<file path="config.mk">
export PLATFORM = sky130hd
export DESIGN_NAME = decode_top
export DESIGN_NICKNAME = d
export VERILOG_FILES = /design/src/logic/decode_pkg.sv /design/src/logic/reg_bank.sv /design/src/logic/instr_decoder.sv /design/src/logic/branch_resolve.sv /design/src/logic/credit_counter.sv /design/src/logic/issue_fsm.sv /design/src/logic/decode_top.sv
export SDC_FILE = /design/constraint.sdc
export NUM_CORES = 2
export LEC_CHECK = 0
export BUFFER_PORTS_ARGS = -buffer_cell sky130_fd_sc_hd__buf_2
export CORE_MARGIN = 3
export CORE_UTILIZATION = 35
export CTS_CLUSTER_SIZE = 14
export DETAILED_ROUTE_END_ITERATION = 12
export PLACE_DENSITY_LB_ADDON = 0.1
export SYNTH_ARGS = -nofsm -noshare
export SYNTH_HDL_FRONTEND = slang
export SYNTH_SLANG_ARGS = --single-unit
</file>
<file path="constraint.sdc">
create_clock -name clock_i -period 5.7 [get_ports clock_i]
set_clock_uncertainty 0.2 [all_clocks]
set_input_delay 1.14 -clock clock_i [delete_from_list [all_inputs] [get_ports clock_i]]
set_output_delay 1.14 -clock clock_i [all_outputs]
set_load 0.05 [all_outputs]
</file>
<file path="src/logic/decode_pkg.sv">
package decode_pkg;

	// datapath widths
	localparam int DATA_W   = 32;
	localparam int REG_W    = 5;
	localparam int OPCODE_W = 6;
	localparam int FUNCT_W  = 6;
	localparam int PC_W     = 7;
	localparam int IMM_W    = 16;
	localparam int TARGET_W = 26;

	// execute side has four slots
	localparam int CREDIT_DEPTH = 4;
	localparam int CREDIT_W     = 3;

	// opcodes
	localparam logic [OPCODE_W-1:0] OP_RTYPE = 6'd0;
	localparam logic [OPCODE_W-1:0] OP_J     = 6'd2;
	localparam logic [OPCODE_W-1:0] OP_JAL   = 6'd3;
	localparam logic [OPCODE_W-1:0] OP_BEQ   = 6'd4;
	localparam logic [OPCODE_W-1:0] OP_BNE   = 6'd5;
	localparam logic [OPCODE_W-1:0] OP_ADDI  = 6'd8;
	localparam logic [OPCODE_W-1:0] OP_ANDI  = 6'd12;
	localparam logic [OPCODE_W-1:0] OP_ORI   = 6'd13;
	localparam logic [OPCODE_W-1:0] OP_LW    = 6'd35;
	localparam logic [OPCODE_W-1:0] OP_SW    = 6'd43;
	localparam logic [OPCODE_W-1:0] OP_HALT  = 6'd63;

	// destination select, rt is the zero code so idle control is all low
	localparam logic [1:0] REG_DST_RT = 2'd0;
	localparam logic [1:0] REG_DST_RD = 2'd1;
	localparam logic [1:0] REG_DST_RA = 2'd2;

	// link register for jal
	localparam logic [REG_W-1:0] REG_RA = 5'd31;

	// decode latch states
	localparam logic [1:0] ST_EMPTY  = 2'd0;
	localparam logic [1:0] ST_FULL   = 2'd1;
	localparam logic [1:0] ST_HALTED = 2'd2;

	// one instruction word, three field layouts
	typedef union packed {
		struct packed {
			logic [OPCODE_W-1:0] opcode;
			logic [REG_W-1:0]    rs;
			logic [REG_W-1:0]    rt;
			logic [REG_W-1:0]    rd;
			logic [REG_W-1:0]    shamt;
			logic [FUNCT_W-1:0]  funct;
		} r;
		struct packed {
			logic [OPCODE_W-1:0] opcode;
			logic [REG_W-1:0]    rs;
			logic [REG_W-1:0]    rt;
			logic [IMM_W-1:0]    imm;
		} i;
		struct packed {
			logic [OPCODE_W-1:0] opcode;
			logic [TARGET_W-1:0] target;
		} j;
	} instr_u;

endpackage

</file>
<file path="src/logic/reg_bank.sv">
`timescale 1ns/100ps

module reg_bank
	import decode_pkg::*;
(
	input  logic              clock_i,
	input  logic              rst_i,
	input  logic              we_i,
	input  logic [REG_W-1:0]  wr_addr_i,
	input  logic [DATA_W-1:0] wr_data_i,
	input  logic [REG_W-1:0]  rd_addr_a_i,
	input  logic [REG_W-1:0]  rd_addr_b_i,
	output logic [DATA_W-1:0] rd_data_a_o,
	output logic [DATA_W-1:0] rd_data_b_o
);

	logic [DATA_W-1:0] regs [0:(1<<REG_W)-1];

	// one read port, write bypass first
	function automatic logic [DATA_W-1:0] read_port(input logic [REG_W-1:0] addr);
		logic [DATA_W-1:0] val;
		if (addr == '0)
			val = '0;
		else if (we_i && (wr_addr_i == addr))
			val = wr_data_i;
		else
			val = regs[addr];
		return val;
	endfunction

	// whole bank clears on reset
	always_ff @(posedge clock_i) begin
		if (rst_i) begin
			for (int k = 0; k < (1<<REG_W); k++)
				regs[k] <= '0;
		end else if (we_i && (wr_addr_i != '0)) begin
			// r0 never written
			regs[wr_addr_i] <= wr_data_i;
		end
	end

	// port a, debug address may be muxed in above
	always_comb begin
		rd_data_a_o = read_port(rd_addr_a_i);
	end

	// port b, always rt
	always_comb begin
		rd_data_b_o = read_port(rd_addr_b_i);
	end

endmodule

</file>
<file path="src/logic/instr_decoder.sv">
`timescale 1ns/100ps

module instr_decoder
	import decode_pkg::*;
(
	input  instr_u              instr_i,
	input  logic [PC_W-1:0]     pc_i,
	output logic [REG_W-1:0]    rs_o,
	output logic [REG_W-1:0]    rt_o,
	output logic [REG_W-1:0]    dest_o,
	output logic [OPCODE_W-1:0] opcode_o,
	output logic [FUNCT_W-1:0]  funct_o,
	output logic [REG_W-1:0]    shamt_o,
	output logic [DATA_W-1:0]   imm_ext_o,
	output logic                reg_write_o,
	output logic                mem_read_o,
	output logic                mem_write_o,
	output logic                mem_to_reg_o,
	output logic                alu_src_imm_o,
	output logic [1:0]          reg_dst_o,
	output logic                is_branch_o,
	output logic                is_bne_o,
	output logic                is_jump_o,
	output logic                is_halt_o,
	output logic [PC_W-1:0]     jump_target_o
);

	logic [REG_W-1:0] rd_f;
	logic [IMM_W-1:0] imm_f;

	// opcode sits in the same bits in every view
	assign opcode_o = instr_i.r.opcode;

	always_comb begin
		// idle values, unknown opcode keeps all control low
		rs_o          = '0;
		rt_o          = '0;
		rd_f          = '0;
		shamt_o       = '0;
		funct_o       = '0;
		imm_f         = '0;
		reg_write_o   = 1'b0;
		mem_read_o    = 1'b0;
		mem_write_o   = 1'b0;
		mem_to_reg_o  = 1'b0;
		alu_src_imm_o = 1'b0;
		reg_dst_o     = REG_DST_RT;
		is_branch_o   = 1'b0;
		is_bne_o      = 1'b0;
		is_jump_o     = 1'b0;
		is_halt_o     = 1'b0;
		case (opcode_o)
			OP_RTYPE: begin
				rs_o        = instr_i.r.rs;
				rt_o        = instr_i.r.rt;
				rd_f        = instr_i.r.rd;
				shamt_o     = instr_i.r.shamt;
				funct_o     = instr_i.r.funct;
				reg_write_o = 1'b1;
				reg_dst_o   = REG_DST_RD;
			end
			OP_ADDI, OP_ANDI, OP_ORI, OP_LW: begin
				rs_o          = instr_i.i.rs;
				rt_o          = instr_i.i.rt;
				imm_f         = instr_i.i.imm;
				reg_write_o   = 1'b1;
				alu_src_imm_o = 1'b1;
				// load also goes through memory
				mem_read_o    = (opcode_o == OP_LW);
				mem_to_reg_o  = (opcode_o == OP_LW);
			end
			OP_SW: begin
				rs_o          = instr_i.i.rs;
				rt_o          = instr_i.i.rt;
				imm_f         = instr_i.i.imm;
				mem_write_o   = 1'b1;
				alu_src_imm_o = 1'b1;
			end
			OP_BEQ, OP_BNE: begin
				rs_o        = instr_i.i.rs;
				rt_o        = instr_i.i.rt;
				imm_f       = instr_i.i.imm;
				is_branch_o = 1'b1;
				is_bne_o    = (opcode_o == OP_BNE);
			end
			OP_J: begin
				is_jump_o = 1'b1;
			end
			OP_JAL: begin
				is_jump_o   = 1'b1;
				reg_write_o = 1'b1;
				reg_dst_o   = REG_DST_RA;
			end
			OP_HALT: begin
				is_halt_o = 1'b1;
			end
			default: begin
			end
		endcase
	end

	// sign extend to full width
	assign imm_ext_o = {{(DATA_W-IMM_W){imm_f[IMM_W-1]}}, imm_f};

	// low bits of the target field, pc space is only 7 bits wide
	assign jump_target_o = instr_i.j.target[PC_W-1:0];

	// write register picked by reg_dst
	always_comb begin
		case (reg_dst_o)
			REG_DST_RD: dest_o = rd_f;
			REG_DST_RA: dest_o = REG_RA;
			default:    dest_o = rt_o;
		endcase
	end

endmodule

</file>
<file path="src/logic/branch_resolve.sv">
`timescale 1ns/100ps

module branch_resolve
	import decode_pkg::*;
(
	input  logic [PC_W-1:0]   pc_i,
	input  logic [DATA_W-1:0] imm_ext_i,
	input  logic [DATA_W-1:0] data_a_i,
	input  logic [DATA_W-1:0] data_b_i,
	input  logic [DATA_W-1:0] alu_result_i,
	input  logic              fwd_a_i,
	input  logic              fwd_b_i,
	input  logic              is_branch_i,
	input  logic              is_bne_i,
	output logic              branch_taken_o,
	output logic [PC_W-1:0]   branch_target_o
);

	logic [DATA_W-1:0] cmp_a;
	logic [DATA_W-1:0] cmp_b;
	logic              equal;
	logic [PC_W-1:0]   pc_next;

	// alu result bypasses the bank for the compare only
	assign cmp_a = fwd_a_i ? alu_result_i : data_a_i;
	assign cmp_b = fwd_b_i ? alu_result_i : data_b_i;

	assign equal = (cmp_a == cmp_b);

	// beq wants equal, bne wants different
	assign branch_taken_o = is_branch_i && (is_bne_i ? !equal : equal);

	// word addressed pc, offset from the next instruction
	assign pc_next         = pc_i + PC_W'(1);
	assign branch_target_o = pc_next + imm_ext_i[PC_W-1:0];

endmodule

</file>
<file path="src/logic/credit_counter.sv">
`timescale 1ns/100ps

module credit_counter
	import decode_pkg::*;
(
	input  logic clock_i,
	input  logic rst_i,
	input  logic issue_i,
	input  logic credit_return_i,
	output logic credit_avail_o
);

	logic [CREDIT_W-1:0] count;

	// free slots in execute
	always_ff @(posedge clock_i) begin
		if (rst_i) begin
			count <= CREDIT_W'(CREDIT_DEPTH);
		end else begin
			case ({issue_i, credit_return_i})
				2'b10: begin
					// issue only ever fires with a credit free
					if (count != '0)
						count <= count - CREDIT_W'(1);
				end
				2'b01: begin
					// stray return saturates at depth
					if (count != CREDIT_W'(CREDIT_DEPTH))
						count <= count + CREDIT_W'(1);
				end
				default: begin
					// none, or both in the same cycle
				end
			endcase
		end
	end

	assign credit_avail_o = (count != '0);

endmodule

</file>
<file path="src/logic/issue_fsm.sv">
`timescale 1ns/100ps

module issue_fsm
	import decode_pkg::*;
(
	input  logic              clock_i,
	input  logic              rst_i,
	input  logic              instr_valid_i,
	input  logic [DATA_W-1:0] instr_i,
	input  logic [PC_W-1:0]   pc_i,
	input  logic              credit_avail_i,
	input  logic              is_halt_i,
	output logic              instr_ready_o,
	output logic              issue_o,
	output logic [DATA_W-1:0] latch_instr_o,
	output logic [PC_W-1:0]   latch_pc_o,
	output logic              halted_o
);

	logic [1:0] state;
	logic [1:0] state_nxt;
	logic       accept;

	// halt sitting in the latch is never issued
	assign issue_o = (state == ST_FULL) && credit_avail_i && !is_halt_i;

	// empty latch, or one that drains this cycle
	assign instr_ready_o = (state == ST_EMPTY) || issue_o;
	assign accept        = instr_valid_i && instr_ready_o;
	assign halted_o      = (state == ST_HALTED);

	always_comb begin
		state_nxt = state;
		case (state)
			ST_EMPTY: begin
				if (accept)
					state_nxt = ST_FULL;
			end
			ST_FULL: begin
				if (is_halt_i)
					state_nxt = ST_HALTED;
				else if (issue_o && !accept)
					state_nxt = ST_EMPTY;
			end
			ST_HALTED: begin
				// held until reset
			end
			default: state_nxt = ST_EMPTY;
		endcase
	end

	always_ff @(posedge clock_i) begin
		if (rst_i)
			state <= ST_EMPTY;
		else
			state <= state_nxt;
	end

	// decode latch
	always_ff @(posedge clock_i) begin
		if (accept) begin
			latch_instr_o <= instr_i;
			latch_pc_o    <= pc_i;
		end else if ((state == ST_FULL) && is_halt_i) begin
			// drop the halt word, zero decodes as a harmless r-type
			latch_instr_o <= '0;
		end
	end

endmodule

</file>
<file path="src/logic/decode_top.sv">
`timescale 1ns/100ps

module decode_top
	import decode_pkg::*;
(
	input  logic                clock_i,
	input  logic                rst_i,
	input  logic                instr_valid_i,
	input  logic [DATA_W-1:0]   instr_i,
	input  logic [PC_W-1:0]     pc_i,
	input  logic                credit_return_i,
	input  logic                reg_write_i,
	input  logic [REG_W-1:0]    wr_addr_i,
	input  logic [DATA_W-1:0]   wr_data_i,
	input  logic [DATA_W-1:0]   alu_result_i,
	input  logic                fwd_a_i,
	input  logic                fwd_b_i,
	input  logic                dbg_sel_i,
	input  logic [REG_W-1:0]    dbg_addr_i,
	output logic                instr_ready_o,
	output logic                issue_valid_o,
	output logic                halted_o,
	output logic [REG_W-1:0]    rs_o,
	output logic [REG_W-1:0]    rt_o,
	output logic [REG_W-1:0]    dest_o,
	output logic [OPCODE_W-1:0] opcode_o,
	output logic [FUNCT_W-1:0]  funct_o,
	output logic [REG_W-1:0]    shamt_o,
	output logic [DATA_W-1:0]   imm_ext_o,
	output logic                reg_write_o,
	output logic                mem_read_o,
	output logic                mem_write_o,
	output logic                mem_to_reg_o,
	output logic                alu_src_imm_o,
	output logic [1:0]          reg_dst_o,
	output logic                is_branch_o,
	output logic                is_bne_o,
	output logic                is_jump_o,
	output logic [PC_W-1:0]     jump_target_o,
	output logic [DATA_W-1:0]   data_a_o,
	output logic [DATA_W-1:0]   data_b_o,
	output logic                branch_taken_o,
	output logic [PC_W-1:0]     branch_target_o
);

	logic              credit_avail;
	logic              is_halt;
	logic [DATA_W-1:0] latch_instr;
	logic [PC_W-1:0]   latch_pc;
	logic [REG_W-1:0]  rd_addr_a;

	// latch, handshake, halt
	issue_fsm issue_fsm_inst (
		.clock_i        (clock_i),
		.rst_i          (rst_i),
		.instr_valid_i  (instr_valid_i),
		.instr_i        (instr_i),
		.pc_i           (pc_i),
		.credit_avail_i (credit_avail),
		.is_halt_i      (is_halt),
		.instr_ready_o  (instr_ready_o),
		.issue_o        (issue_valid_o),
		.latch_instr_o  (latch_instr),
		.latch_pc_o     (latch_pc),
		.halted_o       (halted_o)
	);

	credit_counter credit_counter_inst (
		.clock_i         (clock_i),
		.rst_i           (rst_i),
		.issue_i         (issue_valid_o),
		.credit_return_i (credit_return_i),
		.credit_avail_o  (credit_avail)
	);

	// decodes whatever sits in the latch
	instr_decoder instr_decoder_inst (
		.instr_i       (latch_instr),
		.pc_i          (latch_pc),
		.rs_o          (rs_o),
		.rt_o          (rt_o),
		.dest_o        (dest_o),
		.opcode_o      (opcode_o),
		.funct_o       (funct_o),
		.shamt_o       (shamt_o),
		.imm_ext_o     (imm_ext_o),
		.reg_write_o   (reg_write_o),
		.mem_read_o    (mem_read_o),
		.mem_write_o   (mem_write_o),
		.mem_to_reg_o  (mem_to_reg_o),
		.alu_src_imm_o (alu_src_imm_o),
		.reg_dst_o     (reg_dst_o),
		.is_branch_o   (is_branch_o),
		.is_bne_o      (is_bne_o),
		.is_jump_o     (is_jump_o),
		.is_halt_o     (is_halt),
		.jump_target_o (jump_target_o)
	);

	// debug address steals port a
	assign rd_addr_a = dbg_sel_i ? dbg_addr_i : rs_o;

	reg_bank reg_bank_inst (
		.clock_i     (clock_i),
		.rst_i       (rst_i),
		.we_i        (reg_write_i),
		.wr_addr_i   (wr_addr_i),
		.wr_data_i   (wr_data_i),
		.rd_addr_a_i (rd_addr_a),
		.rd_addr_b_i (rt_o),
		.rd_data_a_o (data_a_o),
		.rd_data_b_o (data_b_o)
	);

	branch_resolve branch_resolve_inst (
		.pc_i            (latch_pc),
		.imm_ext_i       (imm_ext_o),
		.data_a_i        (data_a_o),
		.data_b_i        (data_b_o),
		.alu_result_i    (alu_result_i),
		.fwd_a_i         (fwd_a_i),
		.fwd_b_i         (fwd_b_i),
		.is_branch_i     (is_branch_o),
		.is_bne_i        (is_bne_o),
		.branch_taken_o  (branch_taken_o),
		.branch_target_o (branch_target_o)
	);

endmodule

</file>
# == Word-level counts from Yosys, hierarchy flattened ==
# Memories as Yosys holds them, arrays and structs flattened.
# Index checks and enable logic that the tools add are counted.
# totals
ff_bits,44
latchBits,0
ramBits,1024
rom_bits,0
input_bits,121
n_memories,1
# op_classes
addsub,4
mul,0
div_mod_pow,0
order_cmp,0
eq_ne,24
n_shift,0
n_mux,41
n_bitwise,1
n_reduce_logical,31
# mem_list
memory,words,width,read_ports,rd_ports_with_merged_regs,write_ports,line,rtl
reg_bank_inst.regs,32,32,2,0,32,reg_bank.sv:17,logic [DATA_W-1:0] regs [0:(1<<REG_W)-1];
# op_table
operator,count
$mux W32,9
$eq A32 B32 Y1,1
$reduce_or A32 Y1,1
$mux W5,6
$eq A6 B4 Y1 const B,3
$eq A6 B6 Y1 const B,3
$mux W16,1
$mux W1,15
$eq A6 B2 Y1 const B,2
$eq A6 B3 Y1 const B,2
$eq A5 B5 Y1,2
$logic_not A5 Y1,2
$pmux W5 S2,1
$logic_and A1 B1 Y1,9
$reduce_or A8 Y1,1
$add A7 B1 Y7 const B,1
$add A7 B7 Y7,1
$reduce_or A7 Y1,1
$eq A2 B1 Y1 const B,3
$eq A2 B2 Y1 const B,3
$logic_not A6 Y1,1
$mux W2,3
$mux W3,2
$mux W6,1
21 further kinds,27

# == Logic depth before layout (Yosys ltp) ==
# depth
depth_word,13
depth_mapped,22

# == Cells and area by module ==
# From an unflattened synthesis, not the netlist that was laid out.
# unflattened
cells_unflattened,4188
hier_area_um2,59112.9
# by_module_without_submodules
mod,n_inst,cells_per_inst,area_each_um2,seq_area_each_um2
reg_bank,1,3740,54722.5,30749.5
issue_fsm,1,130,1916.8,1211.2
branch_resolve,1,180,1441.4,0.0
instr_decoder,1,111,772.0,0.0
credit_counter,1,22,203.9,60.1
decode_top,1,5,56.3,0.0

# == Least setup slack after synthesis ==
# Ideal clock, no wire load.
# synth_path
path_type,flip-flop to output port
startpoint,register issue_fsm_inst.latch_instr_o[30]
endpoint,output branch_target_o[6]
arrival_ns,5.785
required_time_ns,4.360
path_slack_ns,-1.425
stages_incl_launch_ff,15
cell_sequence,edfxtp_1 > buf_2 > buf_2 > buf_1 > clkbuf_1 > nor4b_1 > or2_2 > clkbuf_1 > and2_1 > ha_1 > a21o_1 > a21oi_1 > o21bai_1 > a21oi_1 > xor2_1
# synth_between
elab_chain_cells,4
# synth_lines
item,line,rtl
from (decl),issue_fsm.sv:15,"output logic [DATA_W-1:0] latch_instr_o,"
from (signal assigned),issue_fsm.sv:62,latch_instr_o <= instr_i;
"$eq A6 B4 Y1, or another cell as far along",instr_decoder.sv:52,case (opcode_o)
$reduce_or A7 Y1 (no line) *,--,
$mux W16 *,instr_decoder.sv:52,
named net imm_ext_o[2],decode_top.sv:29,"output logic [DATA_W-1:0] imm_ext_o,"
$add A7 B7 Y7 *,branch_resolve.sv:35,assign branch_target_o = pc_next + imm_ext_i[PC_W-1:0];
to (decl),decode_top.sv:43,output logic [PC_W-1:0] branch_target_o
# The timed path passes the listed nets; every way through them passes the cells marked *.

# == Worst setup path in the final report ==
# layout_path
startpoint,register issue_fsm_inst.latch_instr_o[17]
endpoint,output branch_taken_o
# layout_between
elab_chain_cells,10
# layout_lines
item,line,rtl
$mux W5 *,instr_decoder.sv:52,
"parallel branches: the longest is 3 deep, another holds $mem_v2 Z32 W32",--,
$mux W32 *,reg_bank.sv:22,if (addr == '0)
$mux W32 *,branch_resolve.sv:26,assign cmp_b = fwd_b_i ? alu_result_i : data_b_i;
$eq A32 B32 Y1 *,branch_resolve.sv:28,assign equal = (cmp_a == cmp_b);
$logic_not A1 Y1,branch_resolve.sv:31,assign branch_taken_o = is_branch_i && (is_bne_i ? !equal : equal);
$mux W1 *,branch_resolve.sv:31,
$logic_and A1 B1 Y1 *,branch_resolve.sv:31,
to (decl),decode_top.sv:42,"output logic branch_taken_o,"
# Every way passes the cells marked *.

==> results.md <==
* Floorplan die height at roughly 420 µm
* Routed vias at 61800
* Final non-filler cell area at 82600 µm²
* TritonCTS Buffers at 133
* IO Port Bufs at 276
* Ys Warns at 0
* Root buffer cell: clkbuf_16
* Internal Power at ~16 mW
* Min-Delay Path Class: input port to register
* IO Count at 277
* Netlist cell types at 95
* Residual antenna-violating net count after detailed routing at 0
* Total power at about 24 mW
* Minimum clock period at 7.66 ns
* Crit path cell chain: buf_4 -> clkbuf_16 -> or3_4 -> buf_12 -> buf_12 -> buf_12 -> o21ai_4 -> a221oi_1 -> buf_4 -> o211a_1 -> buf_4 -> nand3_1 -> nand3_1 -> or4_4 -> o31a_1 -> nor4b_2 -> and3_1 -> nand4_1 -> buf_6 -> mux2_4 -> buf_6
* Cell taking the most area after synthesis: edfxtp_1
* Part of the total power dissipated in combinational logic at 26.4%
* Share of the core filled with cells in the final layout at 47.4%
* Router iterations before antenna repair at 8
* Initial core utilization at 35.2%
* Avg Synthesized Cell Area at 10.2 µm²
* Sequential element share of the synthesized area at 52.1%
* Clock tree from TritonCTS: done
* Cell types occupying the most area after synthesis: edfxtp_1 52%, and2_1 9.2%, nand2_1 4.6%, mux2i_1 4.3%, a21oi_1 3.7%
* Maximum capacitance violations at 0
* Buffer levels on the longest clock path at 3
* Achievable Freq at 0.131 GHz
* Max-slew violation count at 0
* Power density relative to cell area at approximately 300 nW/µm²
* Detailed placement HPWL at 263000 µm
* Area growth syn-to-layout at 34.6%
* Fin worst setup slack at -1.96 ns
* Post-route clock period utilization at 134%
* Clock latency on the worst-skew pair at 0.83 ns
* Total overflow reported by the global router at 0
* Proportion of power drawn by flip-flops and latches at 39.0%
* Slowest stage cell on the critical path: o21ai_4
* Required time at the endpoint of the critical path at 4.36 ns
* Switching fraction of total power at 33.5%
* Number of flops mapped to enable cells by yosys at 1063
* TritonCTS sink count at 1068
* Post-detailed-route via-to-cell ratio at 6.53
* Relative max-transition margin at between 20% and 30%
* Depth of the CTS H-tree at 4
* Drc violations at 0
* Critical path's largest stage delay at 0.57 ns
* Grt met1 use at 52.8%
* Category of the most critical setup path: register to output pin
* Total routing resource utilization after global routing at 42.3%
* Largest net degree at the start of global routing at between 60 and 70
* Initial antenna violation count at 48
* Number of global-route vias before repair at 57600
* Switching power summed over all nets at 8.07 mW
* Number of register bits inferred by synthesis at 1068
* Most instantiated flip-flop cell in the synthesis netlist: edfxtp_1
* Share of cells above drive strength 1 at a little under 30%
* Routability congestion estimate from global placement at 1.02
* Fraction of post-synthesis cell area in the top cell type by area at 52.0%
* Worst Setup End Kind: output pin
* Full die area at around 180000 µm²
* Row Count at 153
* Count of routing violations after the opening detailed-route iteration at 11200
* Tightest Pin Transition at 1.08 ns
* Reported leakage power at approximately 31 nW
* Share of total power in the clock network at between 30% and 40%
* Routed length per placed instance at 41.7 µm
* Number of setup violations in the final report at 33
* Failing checks: setup timing
* Worst slack after detailed placement at -2.12 ns
* Worst-case vdd ir drop at about 310 µV
* Crit path DAT at 6.32 ns
* Share of synthesized flip-flops with an asynchronous set or reset at 0%
* Unrepaired setup endpoints after global routing: true
* Smallest hold slack at ~0.28 ns
* Kind of start point of the critical path: register
* Busiest metal layer after global routing: met2
* Clock transition at the registers of the reported paths at 0.07 ns
* First-pass GRT wire length at 518000 µm
* Status: finished with violations
* Post-synth design cell area at 61400 µm²
* Post-DP Area at 73100 µm²
* Fillers at approximately 16000
* Met3 usage at a little over an eighth
* Area inside the core boundary at 174000 µm²
* Final-stage net count at 7152
* Maximum fanout along the worst path at 5
* Post-Syn Instances at 6048
* Number of failing hold endpoints at the final stage at 0
* Die X-Extent at about 420 µm
* Met2 track demand over resource at 61.1%
* Final routed wirelength across all metal layers at 395000 µm
==> power groups by stage <==
stage | combinational, mW | sequential, mW | clock [mW]
global route | 6.35 | 9.43 | 8.66
floorplan | 2.37 | 9.41 | 0
global placement | 5.30 | 9.53 | 0
CTS | 5.84 | 9.38 | 8.35
detailed placement | 5.30 | 9.53 | 0
finish | 6.35 | 9.40 | 8.35
==> cell usage in the layout, fill, tap and decap left out, drive strengths merged, types with 22 or more instances in the layout <==
cell and n:
buf 1385, and2 904, a31oi 86, o211ai 36
a211oi 54, diode 25, nor2 199, conb 32
clkbuf 180, xor2 24, o221ai 40, nand4 37
a21oi 456, nand2 762, mux2 66, xnor2 39
nand3 198, clkinv 56, edfxtp 1063, a221oi 72
a32oi 35, nor2b 22, o2111ai 24, inv 62
mux2i 266, nor3 212, and3 58, a22oi 168
o22ai 88, o21ai 130, or2 40
==> timing repair <==
item                       4_1_cts  5_1_grt
setup buffers                   82       60
cloned                          22        9
gates resized for setup        466      265
hold buffers                     0        0
setup endpoints to repair       60       54
pin swaps                       92      115
==> flip-flops by register name (all words and copies together), names as in the netlist <==
name,cells
reg_bank_inst.regs,1024
issue_fsm_inst.latch_instr_o,32
issue_fsm_inst.latch_pc_o,7
credit_counter_inst.count,3
issue_fsm_inst.state,2
==> per-stage QoR <==
step           std cells  setup TNS [ns]
2_1_floorplan       6079          -0.195
3_3_place_gp        9043           -7.24
3_5_place_dp        9044           -5.48
4_1_cts             9381           -3.58
5_1_grt             9446           -6.91
6_report            9470           -4.76
==> logic make-up after synthesis <==
kind of cell | share of synthesized area (%)
buf+inv | 4.67
fa+ha+maj | 0.289
xor+xnor | 0.899
mux | 6.02
simple gates | 21.1
other cells | 0.00611
compound gates | 14.9
flops | 52.1
==> worst paths after layout <==
path | endpoint | slack [ns] | cells past startpoint | from
min reg2reg | credit_counter_inst.count[1]$_SDFFE_PP0P_ | 0.31 | 2 | credit_counter_inst.count[1]$_SDFFE_PP0P_
max reg2reg | issue_fsm_inst.latch_instr_o[19]$_SDFFCE_PN0P_ | 1.88 | 9 | issue_fsm_inst.latch_instr_o[30]$_SDFFCE_PN0P_
min | issue_fsm_inst.latch_pc_o[5]$_DFFE_PP_ | 0.28 | 1 | pc_i[5]
max | branch_taken_o | -1.96 | 21 | issue_fsm_inst.latch_instr_o[17]$_SDFFCE_PN0P_
==> area by class of cell <==
type                            count  area, µm²  area share (%)
Timing Repair Buffer             1413      14100            17.0
Multi-Input combinational cell   4341      29200            35.4
Tap cell                         2325       2910            3.52
Inverter                           61        260           0.315
Antenna cell                       25       62.6          0.0757
Clock buffer                      165       3530            4.28
Sequential cell                  1068      32000            38.8
Clock inverter                     72        563           0.681
==> critical path: cells and delay by family, from the launching register on <==
family                 cells  cell delay, ns
DFF                        1            0.44
buffers and inverters      9            1.60
AOI/OAI and AO/OA          4            1.24
and+or+nand+nor            7            1.87
muxes                      1            0.30
==> cell usage after synthesis (12+ instances only) <==
cell type,count
a211oi_1,51
inv_1,57
nor2b_1,22
o211ai_1,36
a32oi_1,35
buf_4,51
buf_2,123
buf_1,74
xnor2_1,39
nand2b_1,12
o2111ai_1,24
edfxtp_1,1063
o22ai_1,87
nand3_1,198
a21oi_1,455
xor2_1,24
a22oi_1,168
o221ai_1,40
nor4_1,16
clkbuf_1,360
a2111oi_0,12
nor2_1,198
o21ai_0,126
and2_1,904
a31oi_1,86
a311oi_1,12
mux2i_1,266
nand2_1,760
nor3_1,211
a221oi_1,72
nand4_1,37
a21o_1,13
or2_2,39
mux4_2,13
a211o_1,13
or3_1,12
a221o_1,14
mux2_2,65
and3_1,58
==> routing by layer <==
layer / share of wire, % / up-vias
met2: 42 / 5304
met3: 13 / 1399
met1: 36 / 30900
li1: - / 24200
met4: 9.0 / 20
met5: 0.070 / -
Note: power is estimated with default switching activity, not from simulation.
